<file path="config.mk">
export PLATFORM = sky130hd
export DESIGN_NAME = pcie_tgt_top
export DESIGN_NICKNAME = d
export VERILOG_FILES = /design/src/hw/pcie_tgt_pkg.sv /design/src/hw/fifo_wr_if.sv /design/src/hw/cpl_req_if.sv /design/src/hw/pcie_tgt_top.sv /design/src/hw/cpl_tx.sv /design/src/hw/cpl_fifo.sv /design/src/hw/mem_rd_seq.sv /design/src/hw/rx_req_ctrl.sv
export SDC_FILE = /design/constraint.sdc
export NUM_CORES = 1
export LEC_CHECK = 0
export ABC_AREA = 1
export BUFFER_PORTS_ARGS = -buffer_cell sky130_fd_sc_hd__buf_2
export CAP_MARGIN = 0
export CORE_ASPECT_RATIO = 0.6
export CORE_UTILIZATION = 30
export CTS_CLUSTER_DIAMETER = 150
export CTS_CLUSTER_SIZE = 30
export DETAILED_ROUTE_END_ITERATION = 8
export PLACE_DENSITY = 0.57
export SLEW_MARGIN = 20
export SYNTH_ARGS = -nofsm -noshare
export SYNTH_HDL_FRONTEND = slang
export SYNTH_SLANG_ARGS = --single-unit
</file>
<file path="constraint.sdc">
create_clock -name clk_in -period 5.9 [get_ports clk_in]
set_input_delay 0 -clock clk_in [delete_from_list [all_inputs] [get_ports clk_in]]
set_output_delay 0 -clock clk_in [all_outputs]
set_load 0.05 [all_outputs]
</file>
<file path="src/hw/pcie_tgt_pkg.sv">
// tlp field types, header bit positions, encodings and fsm state enums for the pcie target
`default_nettype none

package pcie_tgt_pkg;

   localparam int DATA_W = 64;                        // transaction-layer datapath width

   typedef logic [127:0]        tlp_hdr_t;            // rx_desc / tx_desc descriptor
   typedef logic [DATA_W-1:0]   data_t;               // one data beat
   typedef logic [DATA_W/8-1:0] be_t;                 // byte enables of a beat
   typedef logic [9:0]          dw_len_t;             // tlp length in dwords
   typedef logic [7:0]          tag_t;
   typedef logic [15:0]         req_id_t;
   typedef logic [12:0]         busdev_t;             // bus and device number
   typedef logic [6:0]          low_addr_t;           // completion lower address
   typedef logic [10:0]         word_cnt_t;           // count of 64-bit memory words

   // encodings
   localparam logic [4:0] TYPE_MEM      = 5'b00000;   // memory request type
   localparam logic [2:0] FMT_MSG_BITS  = 3'b110;     // fmt/type bits of a message
   localparam logic [6:0] FMT_TYPE_CPLD = 7'h4A;      // completion with data

   ////////////////////////////////////////////////////////////////////////////
   // 3dw header bit positions inside the 128-bit descriptor
   ////////////////////////////////////////////////////////////////////////////
   localparam int HDR_FMT_WR_BIT = 126;               // 1: request carries data
   localparam int HDR_MSG_MSB    = 125;
   localparam int HDR_MSG_LSB    = 123;
   localparam int HDR_TYPE_MSB   = 124;
   localparam int HDR_TYPE_LSB   = 120;
   localparam int HDR_LEN_MSB    = 105;
   localparam int HDR_LEN_LSB    = 96;
   localparam int HDR_REQID_MSB  = 95;
   localparam int HDR_REQID_LSB  = 80;
   localparam int HDR_TAG_MSB    = 79;
   localparam int HDR_TAG_LSB    = 72;
   localparam int HDR_ADDR3_MSB  = 63;                // address dword of a 3dw header
   localparam int HDR_ADDR3_LSB  = 32;

   typedef enum logic [1:0] {
      RX_IDLE,                                        // wait for rx_req
      RX_DESC2,                                       // ack cycle, classify
      RX_PAYLOAD,                                     // payload beats until rx_dfr low
      RX_WAIT_CPL                                     // read in flight, wait for done
   } rx_state_t;

   typedef enum logic [1:0] {
      TX_IDLE,                                        // tx_ready up, wait for grant
      TX_SEND_REQ,                                    // tx_req held until tx_ack
      TX_PAYLOAD                                      // remaining data beats
   } tx_state_t;

endpackage

`default_nettype wire
</file>
<file path="src/hw/fifo_wr_if.sv">
// write side of the completion rate-matching fifo
`default_nettype none

interface fifo_wr_if ();
   logic                wr;             // push data this cycle
   pcie_tgt_pkg::data_t data;
   logic                almost_full;    // back-pressure to the read sequencer

   modport src (output wr, data, input almost_full);
   modport dst (input wr, data, output almost_full);
endinterface

`default_nettype wire

</file>
<file path="src/hw/cpl_req_if.sv">
// latched read request passed from the request controller to the sequencer and transmitter
`default_nettype none

interface cpl_req_if #(
   parameter int MEM_AW = 10
) ();
   logic                    start;      // one-cycle pulse, fields below are stable
   logic [MEM_AW-1:0]       mem_addr;   // first memory word of the read
   pcie_tgt_pkg::word_cnt_t n_words;    // 64-bit words to fetch and send
   pcie_tgt_pkg::dw_len_t   length;
   pcie_tgt_pkg::tag_t      tag;
   pcie_tgt_pkg::req_id_t   req_id;
   pcie_tgt_pkg::low_addr_t low_addr;
   logic                    done;       // pulse after the last completion beat

   modport ctrl (output start, mem_addr, n_words, length, tag, req_id, low_addr, input done);
   modport seq  (input start, mem_addr, n_words);
   modport tx   (input start, n_words, length, tag, req_id, low_addr, output done);
endinterface

`default_nettype wire

</file>
<file path="src/hw/pcie_tgt_top.sv">
// pcie downstream target top level: request controller, read sequencer, fifo, cpld transmitter
`default_nettype none

module pcie_tgt_top #(
   parameter int MEM_AW     = 10,       // local memory word address width
   parameter int FIFO_AW    = 4,        // log2 fifo depth
   parameter int FIFO_AFULL = 10        // almost-full threshold
) (
   input  wire                          clk_in,
   input  wire                          rstn,
   input  wire pcie_tgt_pkg::busdev_t   cfg_busdev,
   // request link
   input  wire                          rx_req,
   input  wire pcie_tgt_pkg::tlp_hdr_t  rx_desc,
   input  wire pcie_tgt_pkg::data_t     rx_data,
   input  wire pcie_tgt_pkg::be_t       rx_be,
   input  wire                          rx_dv,
   input  wire                          rx_dfr,
   output logic                         rx_ack,
   // completion link
   input  wire                          tx_sel,
   input  wire                          tx_ack,
   input  wire                          tx_ws,
   output logic                         tx_ready,
   output logic                         tx_req,
   output pcie_tgt_pkg::tlp_hdr_t       tx_desc,
   output pcie_tgt_pkg::data_t          tx_data,
   output logic                         tx_dv,
   output logic                         tx_dfr,
   output logic                         tx_busy,
   // local memory
   output logic                         mem_wr_ena,
   output logic [MEM_AW-1:0]            mem_wr_addr,
   output pcie_tgt_pkg::data_t          mem_wr_data,
   output pcie_tgt_pkg::be_t            mem_wr_be,
   output logic                         mem_rd_ena,
   output logic [MEM_AW-1:0]            mem_rd_addr,
   input  wire pcie_tgt_pkg::data_t     mem_rd_data,
   input  wire                          mem_rd_data_valid
);

   cpl_req_if #(.MEM_AW(MEM_AW)) cpl ();   // read request to seq and tx
   fifo_wr_if fwr ();                      // seq -> fifo

   logic                fifo_rd;
   pcie_tgt_pkg::data_t fifo_q;
   logic                fifo_empty;

   rx_req_ctrl #(.MEM_AW(MEM_AW)) i_rx_ctrl (
      .clk_in, .rstn,
      .rx_req, .rx_desc, .rx_data, .rx_be, .rx_dv, .rx_dfr, .rx_ack,
      .mem_wr_ena, .mem_wr_addr, .mem_wr_data, .mem_wr_be,
      .cpl (cpl)
   );

   mem_rd_seq #(.MEM_AW(MEM_AW)) i_rd_seq (
      .clk_in, .rstn,
      .cpl (cpl),
      .mem_rd_ena, .mem_rd_addr, .mem_rd_data, .mem_rd_data_valid,
      .fifo (fwr)
   );

   cpl_fifo #(.FIFO_AW(FIFO_AW), .FIFO_AFULL(FIFO_AFULL)) i_cpl_fifo (
      .clk_in, .rstn,
      .wr_if (fwr),
      .rd    (fifo_rd),
      .q     (fifo_q),
      .empty (fifo_empty)
   );

   cpl_tx i_cpl_tx (
      .clk_in, .rstn,
      .cpl   (cpl),
      .q     (fifo_q),
      .empty (fifo_empty),
      .cfg_busdev, .tx_sel, .tx_ack, .tx_ws,
      .rd    (fifo_rd),
      .tx_ready, .tx_req, .tx_desc, .tx_data, .tx_dv, .tx_dfr, .tx_busy
   );

endmodule

`default_nettype wire

</file>
<file path="src/hw/cpl_tx.sv">
// completion transmitter: link arbitration, cpld header build, data streaming with wait states
`default_nettype none

module cpl_tx (
   input  wire                         clk_in,
   input  wire                         rstn,
   cpl_req_if.tx                       cpl,
   input  wire pcie_tgt_pkg::data_t    q,
   input  wire                         empty,
   input  wire pcie_tgt_pkg::busdev_t  cfg_busdev,
   input  wire                         tx_sel,
   input  wire                         tx_ack,
   input  wire                         tx_ws,
   output logic                        rd,
   output logic                        tx_ready,
   output logic                        tx_req,
   output pcie_tgt_pkg::tlp_hdr_t      tx_desc,
   output pcie_tgt_pkg::data_t         tx_data,
   output logic                        tx_dv,
   output logic                        tx_dfr,
   output logic                        tx_busy
);

   pcie_tgt_pkg::tx_state_t state;
   pcie_tgt_pkg::word_cnt_t rd_cnt;         // words pulled from the fifo
   pcie_tgt_pkg::word_cnt_t beat_cnt;       // beats accepted by the link
   pcie_tgt_pkg::word_cnt_t presented;      // accepted plus the one on the bus
   logic                    grant;
   logic                    beat;

   assign grant     = (state == pcie_tgt_pkg::TX_IDLE) & tx_ready & tx_sel & ~empty;
   assign beat      = tx_dv & ~tx_ws;       // counted beat
   assign presented = beat_cnt + pcie_tgt_pkg::word_cnt_t'(tx_dv);

   // fetch the next word when the bus slot frees up, a ws stall holds it
   assign rd = (state != pcie_tgt_pkg::TX_IDLE) & (~tx_dv | beat) &
               (rd_cnt != cpl.n_words) & ~empty;

   assign tx_data = q;
   assign tx_dfr  = tx_busy & (presented < cpl.n_words);   // low on the last beat

   ////////////////////////////////////////////////////////////////////////////
   // cpld header, successful status, completer function 0
   ////////////////////////////////////////////////////////////////////////////
   assign tx_desc = {1'b0, pcie_tgt_pkg::FMT_TYPE_CPLD, 14'h0, cpl.length,
                     cfg_busdev, 3'b000,                   // completer id
                     4'h0, cpl.length, 2'b00,              // status, byte count
                     cpl.req_id, cpl.tag, 1'b0, cpl.low_addr, 32'h0};

   always_ff @(posedge clk_in or negedge rstn) begin
      if (!rstn) begin
         state    <= pcie_tgt_pkg::TX_IDLE;
         tx_ready <= 1'b0;
         tx_req   <= 1'b0;
         tx_dv    <= 1'b0;
         tx_busy  <= 1'b0;
         rd_cnt   <= '0;
         beat_cnt <= '0;
         cpl.done <= 1'b0;
      end else begin
         cpl.done <= 1'b0;
         tx_dv    <= rd | (tx_dv & tx_ws);  // new word, or hold a stalled one
         if (rd)   rd_cnt   <= rd_cnt + 1'b1;
         if (beat) beat_cnt <= beat_cnt + 1'b1;
         case (state)
            pcie_tgt_pkg::TX_IDLE: begin
               if (cpl.start) tx_ready <= 1'b1;   // ask the arbiter for the link
               if (grant) begin                   // granted and data waiting
                  tx_ready <= 1'b0;
                  tx_req   <= 1'b1;
                  tx_busy  <= 1'b1;
                  rd_cnt   <= '0;
                  beat_cnt <= '0;
                  state    <= pcie_tgt_pkg::TX_SEND_REQ;
               end
            end
            pcie_tgt_pkg::TX_SEND_REQ: begin
               if (tx_ack) begin
                  tx_req <= 1'b0;
                  state  <= pcie_tgt_pkg::TX_PAYLOAD;
               end
            end
            pcie_tgt_pkg::TX_PAYLOAD: begin
               if (beat_cnt == cpl.n_words) begin // all beats taken
                  tx_busy  <= 1'b0;
                  cpl.done <= 1'b1;
                  state    <= pcie_tgt_pkg::TX_IDLE;
               end
            end
            default: state <= pcie_tgt_pkg::TX_IDLE;
         endcase
      end
   end

endmodule

`default_nettype wire

</file>
<file path="src/hw/cpl_fifo.sv">
// rate-matching fifo between memory read data and the completion link
`default_nettype none

module cpl_fifo #(
   parameter int FIFO_AW    = 4,
   parameter int FIFO_AFULL = 10
) (
   input  wire                 clk_in,
   input  wire                 rstn,
   fifo_wr_if.dst              wr_if,
   input  wire                 rd,
   output pcie_tgt_pkg::data_t q,          // valid the cycle after rd
   output logic                empty
);

   pcie_tgt_pkg::data_t mem [2**FIFO_AW];
   logic [FIFO_AW-1:0]  wr_ptr;
   logic [FIFO_AW-1:0]  rd_ptr;
   logic [FIFO_AW:0]    count;              // fill level, 0 .. depth
   logic                rd_ok;

   assign rd_ok             = rd & ~empty;  // underflow reads are dropped
   assign empty             = (count == '0);
   assign wr_if.almost_full = (count >= (FIFO_AW+1)'(FIFO_AFULL));

   always_ff @(posedge clk_in or negedge rstn) begin
      if (!rstn) begin
         wr_ptr <= '0;
         rd_ptr <= '0;
         count  <= '0;
      end else begin
         if (wr_if.wr) wr_ptr <= wr_ptr + 1'b1;
         if (rd_ok)    rd_ptr <= rd_ptr + 1'b1;
         case ({wr_if.wr, rd_ok})
            2'b10:   count <= count + 1'b1;
            2'b01:   count <= count - 1'b1;
            default: count <= count;        // both or neither
         endcase
      end
   end

   // storage and registered read port
   always_ff @(posedge clk_in) begin
      if (wr_if.wr) mem[wr_ptr] <= wr_if.data;
      if (rd_ok)    q <= mem[rd_ptr];
   end

endmodule

`default_nettype wire

</file>
<file path="src/hw/mem_rd_seq.sv">
// memory read sequencer: issues reads for a completion and pushes returned data into the fifo
`default_nettype none

module mem_rd_seq #(
   parameter int MEM_AW = 10
) (
   input  wire                      clk_in,
   input  wire                      rstn,
   cpl_req_if.seq                   cpl,
   output logic                     mem_rd_ena,
   output logic [MEM_AW-1:0]        mem_rd_addr,
   input  wire pcie_tgt_pkg::data_t mem_rd_data,
   input  wire                      mem_rd_data_valid,
   fifo_wr_if.src                   fifo
);

   pcie_tgt_pkg::word_cnt_t words_left;   // reads still to issue after the first
   logic                    issue;

   // one read per cycle, paused while the fifo is nearly full
   assign issue = (words_left != '0) & ~fifo.almost_full;

   always_ff @(posedge clk_in or negedge rstn) begin
      if (!rstn) begin
         mem_rd_ena <= 1'b0;
         words_left <= '0;
         fifo.wr    <= 1'b0;
      end else begin
         if (cpl.start) begin
            mem_rd_ena <= 1'b1;             // first read right after start
            words_left <= cpl.n_words - 1'b1;
         end else if (issue) begin
            mem_rd_ena <= 1'b1;
            words_left <= words_left - 1'b1;
         end else begin
            mem_rd_ena <= 1'b0;
         end
         fifo.wr <= mem_rd_data_valid;      // returned data lands in order
      end
   end

   always_ff @(posedge clk_in) begin
      if (cpl.start)  mem_rd_addr <= cpl.mem_addr;
      else if (issue) mem_rd_addr <= mem_rd_addr + 1'b1;
      fifo.data <= mem_rd_data;
   end

endmodule

`default_nettype wire

</file>
<file path="src/hw/rx_req_ctrl.sv">
// request controller: tlp decode and ack, memory write pipeline, read request latch
`default_nettype none

module rx_req_ctrl #(
   parameter int MEM_AW = 10
) (
   input  wire                          clk_in,
   input  wire                          rstn,
   input  wire                          rx_req,
   input  wire pcie_tgt_pkg::tlp_hdr_t  rx_desc,
   input  wire pcie_tgt_pkg::data_t     rx_data,
   input  wire pcie_tgt_pkg::be_t       rx_be,
   input  wire                          rx_dv,
   input  wire                          rx_dfr,
   output logic                         rx_ack,
   output logic                         mem_wr_ena,
   output logic [MEM_AW-1:0]            mem_wr_addr,
   output pcie_tgt_pkg::data_t          mem_wr_data,
   output pcie_tgt_pkg::be_t            mem_wr_be,
   cpl_req_if.ctrl                      cpl
);

   pcie_tgt_pkg::rx_state_t state;
   logic [31:0]             addr3;          // address dword of the header
   logic                    is_rd_n;        // decode of the current descriptor
   logic                    is_wr_n;
   logic                    is_msg_n;
   logic                    accept;
   logic                    is_rd;          // class of the accepted request
   logic                    is_wr;
   logic                    wr_beat;
   logic [MEM_AW-1:0]       addr_q;         // word address, steps per write beat
   pcie_tgt_pkg::word_cnt_t n_words_calc;

   ////////////////////////////////////////////////////////////////////////////
   // descriptor decode
   ////////////////////////////////////////////////////////////////////////////
   assign addr3    = rx_desc[pcie_tgt_pkg::HDR_ADDR3_MSB:pcie_tgt_pkg::HDR_ADDR3_LSB];
   assign is_rd_n  = ~rx_desc[pcie_tgt_pkg::HDR_FMT_WR_BIT] &
                     (rx_desc[pcie_tgt_pkg::HDR_TYPE_MSB:pcie_tgt_pkg::HDR_TYPE_LSB]
                      == pcie_tgt_pkg::TYPE_MEM);
   assign is_wr_n  = rx_desc[pcie_tgt_pkg::HDR_FMT_WR_BIT] &
                     (rx_desc[pcie_tgt_pkg::HDR_TYPE_MSB:pcie_tgt_pkg::HDR_TYPE_LSB]
                      == pcie_tgt_pkg::TYPE_MEM);
   assign is_msg_n = (rx_desc[pcie_tgt_pkg::HDR_MSG_MSB:pcie_tgt_pkg::HDR_MSG_LSB]
                      == pcie_tgt_pkg::FMT_MSG_BITS);
   assign accept   = (state == pcie_tgt_pkg::RX_IDLE) & rx_req & (is_rd_n | is_wr_n | is_msg_n);

   // words spanned: dw offset inside the first 64-bit word plus length, rounded up
   assign n_words_calc = ({1'b0, rx_desc[pcie_tgt_pkg::HDR_LEN_MSB:pcie_tgt_pkg::HDR_LEN_LSB]}
                          + {10'd0, addr3[2]} + 11'd1) >> 1;

   // payload beats only count for a write, from the ack cycle on
   assign wr_beat = is_wr & rx_dv &
                    ((state == pcie_tgt_pkg::RX_DESC2) | (state == pcie_tgt_pkg::RX_PAYLOAD));

   assign cpl.mem_addr = addr_q;            // stable while a read is in flight

   always_ff @(posedge clk_in or negedge rstn) begin
      if (!rstn) begin
         state      <= pcie_tgt_pkg::RX_IDLE;
         rx_ack     <= 1'b0;
         is_rd      <= 1'b0;
         is_wr      <= 1'b0;
         cpl.start  <= 1'b0;
         mem_wr_ena <= 1'b0;
      end else begin
         rx_ack     <= 1'b0;                // single-cycle pulses
         cpl.start  <= 1'b0;
         mem_wr_ena <= wr_beat;             // one write per beat, a cycle later
         case (state)
            pcie_tgt_pkg::RX_IDLE: begin
               if (accept) begin
                  rx_ack <= 1'b1;
                  is_rd  <= is_rd_n;
                  is_wr  <= is_wr_n;        // messages leave both low
                  state  <= pcie_tgt_pkg::RX_DESC2;
               end
            end
            pcie_tgt_pkg::RX_DESC2: begin
               if (is_rd) begin
                  cpl.start <= 1'b1;        // kick sequencer and transmitter
                  state     <= pcie_tgt_pkg::RX_WAIT_CPL;
               end else if (rx_dfr) begin
                  state <= pcie_tgt_pkg::RX_PAYLOAD;
               end else begin
                  state <= pcie_tgt_pkg::RX_IDLE;
               end
            end
            pcie_tgt_pkg::RX_PAYLOAD: begin
               if (!rx_dfr) state <= pcie_tgt_pkg::RX_IDLE;
            end
            pcie_tgt_pkg::RX_WAIT_CPL: begin
               if (cpl.done) state <= pcie_tgt_pkg::RX_IDLE;   // no new request before this
            end
            default: state <= pcie_tgt_pkg::RX_IDLE;
         endcase
      end
   end

   // request fields and write datapath
   always_ff @(posedge clk_in) begin
      if (accept) begin
         addr_q       <= addr3[MEM_AW+2:3];
         cpl.length   <= rx_desc[pcie_tgt_pkg::HDR_LEN_MSB:pcie_tgt_pkg::HDR_LEN_LSB];
         cpl.tag      <= rx_desc[pcie_tgt_pkg::HDR_TAG_MSB:pcie_tgt_pkg::HDR_TAG_LSB];
         cpl.req_id   <= rx_desc[pcie_tgt_pkg::HDR_REQID_MSB:pcie_tgt_pkg::HDR_REQID_LSB];
         cpl.low_addr <= addr3[6:0];
         cpl.n_words  <= n_words_calc;
      end else if (wr_beat) begin
         addr_q <= addr_q + 1'b1;
      end
      mem_wr_addr <= addr_q;
      mem_wr_data <= rx_data;
      mem_wr_be   <= rx_be;
   end

endmodule

`default_nettype wire

</file>
Yosys cells after proc, flatten, opt, wreduce, memory -nomap -nowiden

Memories as Yosys holds them, arrays and structs flattened. A register that Yosys moved wholly into a read port is not among the register bits.
Index checks and enable logic that the tools add are counted.

Register bits: 279
Memory bits (writable): 1024
Bits of input ports: 286
Output and inout bits: 292
Logic and storage cells: 148
Memories kept: 1

Add/subtract/negate cells: 13
Magnitude comparators: 2
Equality and inequality tests: 16
Muxes and demuxes: 40
Bitwise operators: 27
Reduce and logical (&&, ||, !) cells: 18

Memories:

| memory         | words | bits a word | rd ports | clocked after memory_dff | wr ports | line           | RTL |
|---|---|---|---|---|---|---|---|
| i_cpl_fifo.mem | 16    | 64          | 1        | 1                        | 1        | cpl_fifo.sv:16 | `pcie_tgt_pkg::data_t mem [2**FIFO_AW];` |

Operators with widths:

| cell                    | number |
|---|---|
| $mux W11                | 8 |
| $mux W10                | 4 |
| $add A11 B1 Y11 const B | 3 |
| $add A10 B1 Y10 const B | 2 |
| $and A1 B1 Y1           | 17 |
| $mux W2                 | 8 |
| $mux W1                 | 15 |
| $reduce_bool A2 Y1      | 7 |
| $reduce_and A3 Y1       | 4 |
| $add A10 B1 Y11         | 1 |
| $add A11 B1 Y11         | 1 |
| $eq A11 B10 Y1          | 1 |
| $lt A11 B10 Y1          | 1 |
| $ne A11 B10 Y1          | 1 |
| $reduce_bool A11 Y1     | 1 |
| $sub A10 B1 Y11 const B | 1 |
| $sub A11 B1 Y11 const B | 1 |
| $logic_not A5 Y1        | 2 |
| $pmux W5 S2             | 1 |
| $add A4 B1 Y4 const B   | 2 |
| $eq A2 B2 Y1 const B    | 4 |
| $ne A2 B1 Y1 const B    | 4 |
| $pmux W2 S4             | 1 |
| $eq A2 B1 Y1 const B    | 3 |
| other kinds (11)        | 23 |

Depth between registers and ports, before layout

Word-level depth: 9
Gate-level depth with buffers: 18
Depth with buffers taken out: 18

Modules after synthesis

From an unflattened synthesis, not the netlist that was laid out.

Cells, all modules: 5233
Area total of the unflattened synthesis: 56486.7 sq um

Modules (own cells, without submodules):

| module      | instances | cells an instance | area each (sq um) | sequential area each (sq um) |
|---|---|---|---|---|
| cpl_fifo    | 1         | 4158              | 45539.9           | 32996.6 |
| rx_req_ctrl | 1         | 295               | 4455.5            | 3648.5 |
| cpl_tx      | 1         | 509               | 3686.0            | 725.7 |
| mem_rd_seq  | 1         | 271               | 2805.2            | 1906.8 |

Least setup slack after synthesis

OpenSTA, ideal clock, no wires.

Path kind: reg-to-reg
Start point: register i_rd_seq.fifo.wr
End point: memory i_cpl_fifo.mem[11][0] (netlist name) (enable)
Setup time: 0.486 ns
Data arrival time: 3.440 ns
Slack: 1.974 ns
Cell stages (with the launch flop): 4
Path through: dfrtp_1 > clkbuf_1 > nand2_1 > nor2_1

Longest elaborated chain between the ends: 2

RTL lines:

| what                          | line             | RTL |
|---|---|---|
| start, declared               | fifo_wr_if.sv:9  | `modport src (output wr, data, input almost_full);` |
| start signal, assigned        | mem_rd_seq.sv:38 | `fifo.wr <= mem_rd_data_valid;` |
| $mux W1                       | cpl_fifo.sv:44   | `if (wr_if.wr) mem[wr_ptr] <= wr_if.data;` |
| $mux W1 (implied by the code) | cpl_fifo.sv:44   |  |
| end, declared                 | cpl_fifo.sv:16   |  |

Every way passes these cells.

Worst setup path after layout

Start point: register i_cpl_tx.beat_cnt[0]
End point: output port tx_dfr

Longest elaborated chain between the ends: 3

RTL lines:

| what                   | line               | RTL |
|---|---|---|
| start, declared        | cpl_tx.sv:26       | `pcie_tgt_pkg::word_cnt_t beat_cnt;` |
| start signal, assigned | cpl_tx.sv:64       | `if (beat) beat_cnt <= beat_cnt + 1'b1;` |
| $add A11 B1 Y11        | cpl_tx.sv:33       | `assign presented = beat_cnt + pcie_tgt_pkg::word_cnt_t'(tx_dv);` |
| $lt A11 B10 Y1         | cpl_tx.sv:40       | `assign tx_dfr = tx_busy & (presented < cpl.n_words);` |
| $and A1 B1 Y1          | cpl_tx.sv:40       |  |
| end, declared          | pcie_tgt_top.sv:29 | `output logic tx_dfr,` |

Every way passes these cells.

==> impl_metrics.py <==
metrics = {
    "outcome": {
        "status": "finished clean",
    },
    "setup_path": {
        "crit_family": "adder cells",
        "setup.worst_path.class": "register to primary output",
        "end_kind": "primary output",
        "cp_max_fo": 5,
        "rr_startpoint": "i_rx_ctrl.cpl.n_words[2]$_DFFE_PP_",
        "crit_path_max_incr_delay_ns": 0.46,
        "cp_cell_sequence": "ha_1 -> ha_1 -> inv_1 -> nor3_1 -> xor2_1 -> ha_1 -> nand2_1 -> nor2_1 -> nor2_1 -> nand3_1 -> nand2_1 -> nand2_1 -> a21oi_1 -> buf_2",
        "required_ns": 5.90,
        "critPathSlowestCell": "dfrtp_1",
        "crit_arrival_ns": 3.62,
        "critical_path_buf_inv_count": 2,
        "critPathLaunch": "i_cpl_tx.beat_cnt[0]$_DFF_PN0_",
        "start_kind": "register",
    },
    "yosys": {
        "syn-mean-instance-area_um2": 12.85,
        "synth_seq_area_share_pct": 74.55,
        "synth_top_family_by_area": "compound AO/OA/AOI/OAI gates",
        "synth_cells": 4100,
        "ys.warnings.count": 0,
        "synth-seq-cells": 1367,
        "yosys.area_share.simple_pct": 9.801,
        "synthMuxAreaShare_pct": 0,
        "synth_fa_ha_area_share_pct": 0.7504,
        "synthesis.area_um2": 52690,
        "synth_cell_types": 42,
        "synthXorXnorAreaFrac_pct": 0.8122,
        "synth_compound_area_share_pct": 10.06,
    },
    "pwr": {
        "power_density_nw_per_um2": 435.5,
        "p_leak_nw": 21.53,
        "power_mw": 27.08,
        "max-vdd-ir-drop_uv": 450.3,
    },
    "floorplan": {
        "die-area_um2": 177400,
        "core_area_um2": 173500,
        "num_rows": 118,
        "die_w_um": 543.0,
        "die_h_um": 326.6,
        "start_util_pct": 30.37,
        "boundaryPins": 578,
    },
    "clock_tree": {
        "cts-htree-levels": 2,
        "cts_tree": "built",
        "clk_path_buf_depth": 3,
        "cts.sinks": 1367,
        "clk_latency_ns": 0.76,
        "cts_root_buf": "clkbuf_16",
        "cts.clk_slew.worst_paths_ns": 0.12,
        "cts_buffers": 52,
    },
    "min_path": {
        "worstHoldStart": "cfg_busdev[0]",
        "hold_class": "input port to primary output",
    },
    "place": {
        "gp_congestion": 0.8602,
        "hpwl_mm": 73.81,
        "dp_slack_ns": 2.526,
        "port_buffers": 413,
    },
    "sta": {
        "worstMarginPinSlew_ns": 1.222,
        "skew_ns": 0.04821,
        "min_period_ns": 3.615,
        "finalSetupViolCount": 0,
        "fin_tns_setup_ns": 0,
        "rsz0062_at_grt": "no",
        "period_share_pct": 61.28,
        "fin_ws_ns": 2.285,
        "slew_headroom_pct": 18.54,
        "fmax_ghz": 0.2766,
        "hold_viol": 0,
        "slew_viol_final": 0,
    },
    "route": {
        "ant_nets": 0,
        "detail_route.wl_per_cell_um": 19.77,
        "first_pass_iters": 5,
        "drt_iter0_markers": 3419,
        "viasPerCell": 4.717,
        "dr_total_vias": 33629,
        "drc": 0,
        "wirelength_mm": 140.9,
    },
    "final_layout": {
        "layout.nets": 5061,
        "drive_above_1_share_pct": 11.88,
        "syn2layout_area_growth_pct": 18.03,
        "final_cell_mix": "edfxtp_1, nor2_1, o21ai_0",
        "fillCellCount": 16659,
        "layout_commonest_cell": "edfxtp_1",
        "utilization_pct": 35.85,
    },
    "grt": {
        "grt_pass1_vias": 31614,
        "grt_max_degree": 247,
        "antenna_found_initial": 5,
        "grt_pass1_wl_mm": 207.9,
        "grt_usage_pct": 15.44,
        "overflow": 0,
    },
    "run": {
        "cap_violations": 0,
    },
}
-- cells in the mapped netlist (all sizes together) --
library cell	n	share of area (%)
buf	199	2.5
ha	30	0.71
a22oi	1	0.014
o22ai	3	0.036
xor2	38	0.65
nand3b	2	0.028
edfxtp	1159	66
o21ai	641	6.1
nor2	862	6.2
a31oi	1	0.012
fa	1	0.038
nor3b	3	0.043
o211ai	257	3.7
xnor2	10	0.17
nor3	24	0.23
nand4	8	0.095
conb	2	0.014
inv	101	0.72
or2	1	0.012
clkbuf	112	0.80
nand2	318	2.3
clkinv	1	0.0071
a21oi	21	0.20
dfxtp	146	5.5
dfrtp	62	2.9
nand3	94	0.92
o31ai	3	0.043
-- cells by family after synthesis --
kind of cell    after synthesis
compound gates              927
simple gates               1312
xor+xnor                     48
buf+inv                     413
fa+ha+maj                    31
flops                      1367
other cells                   2
-- metal layers --
layer  part of all wire, %  up-vias  GRT usage [%]
li1                      -    15741              -
met4                   1.9        0          3.208
met1                    47    16834          23.04
met3                   5.1      132          2.000
met2                    46      922          23.96
met5                     0        -              0
-- flip-flops by register name, indices dropped and copies added (netlist names), 11 cells and up --
signal and count:
i_cpl_fifo.mem 1024, i_cpl_fifo.q 64, i_rd_seq.fifo.data 64, i_rx_ctrl.mem_wr_data 64, i_rx_ctrl.cpl.req_id 16, i_cpl_tx.beat_cnt 11, i_cpl_tx.rd_cnt 11, i_rd_seq.words_left 11
-- where the power goes --
group | internal, mW | total, mW | switching [mW]
registers | 12.0 | 12.9 | 0.887
logic | 2.53 | 9.37 | 6.84
clock network | 1.78 | 4.82 | 3.04
total | 16.3 | 27.1 | 10.8
-- final cells by class --
type	count	area [um2]	area share, %
antenna	1	2.502	0.004024
clock buffer	90	1444	2.322
clock inverter	8	145.1	0.2334
inverter	102	406.6	0.6539
multi-input combinational	2382	11650	18.74
sequential	1367	39290	63.18
tap	2340	2928	4.708
timing repair buffer	839	6316	10.16
-- worst register-to-register path, cell delays in order (launching register included) --
cell and delay (ns):
edfxtp_1 0.51, inv_1 0.23, nand2_1 0.07, nand2_1 0.07, nand2_1 0.06, nor2_2 0.15, nand3_4 0.17, nand2_4 0.31
inv_4 0.33, ha_1 0.42, fa_1 0.43, nand2_1 0.11, nand2_1 0.06, a21oi_1 0.16, xor2_1 0.17, nand2_1 0.07
nand2_1 0.06
-- worst paths after layout --
path / endpoint / slack (ns) / depth (start not counted)
worst max-delay path: tx_dfr / 2.28 / 14
worst min-delay path: tx_desc[83] / 0.00002 / 0
worst max register to register: i_cpl_fifo.count[4]$_DFFE_PN0P_ / 2.50 / 16
worst min register to register: i_rx_ctrl.mem_wr_addr[9]$_DFF_P_ / 0.39 / 0
max in group asynchronous: i_cpl_fifo.rd_ptr[0]$_DFFE_PN0P_ / 4.63 / 4
min in group asynchronous: i_rd_seq.mem_rd_ena$_DFF_PN0_ / 0.54 / 4
-- metrics by stage --
stage | cell area (um2) | std cells | hold slack, ns
detailed placement | 56840 | 6655 | 0.0003409
CTS | 62170 | 7127 | 0.0003409
finish | 62190 | 7129 | 0.00002199
global route | 62190 | 7129 | 0.0001221
floorplan | 52920 | 4162 | -0.2956
global placement | 56840 | 6655 | 0.0003409
-- what timing repair did --
action / 4_1_cts / 5_1_grt
hold buffers: 374 / 1
hold endpoints to repair: 301 / 1
buffers inserted: 0 / 0
resized for setup: 0 / 0
Power figures use the tool's default switching activity.
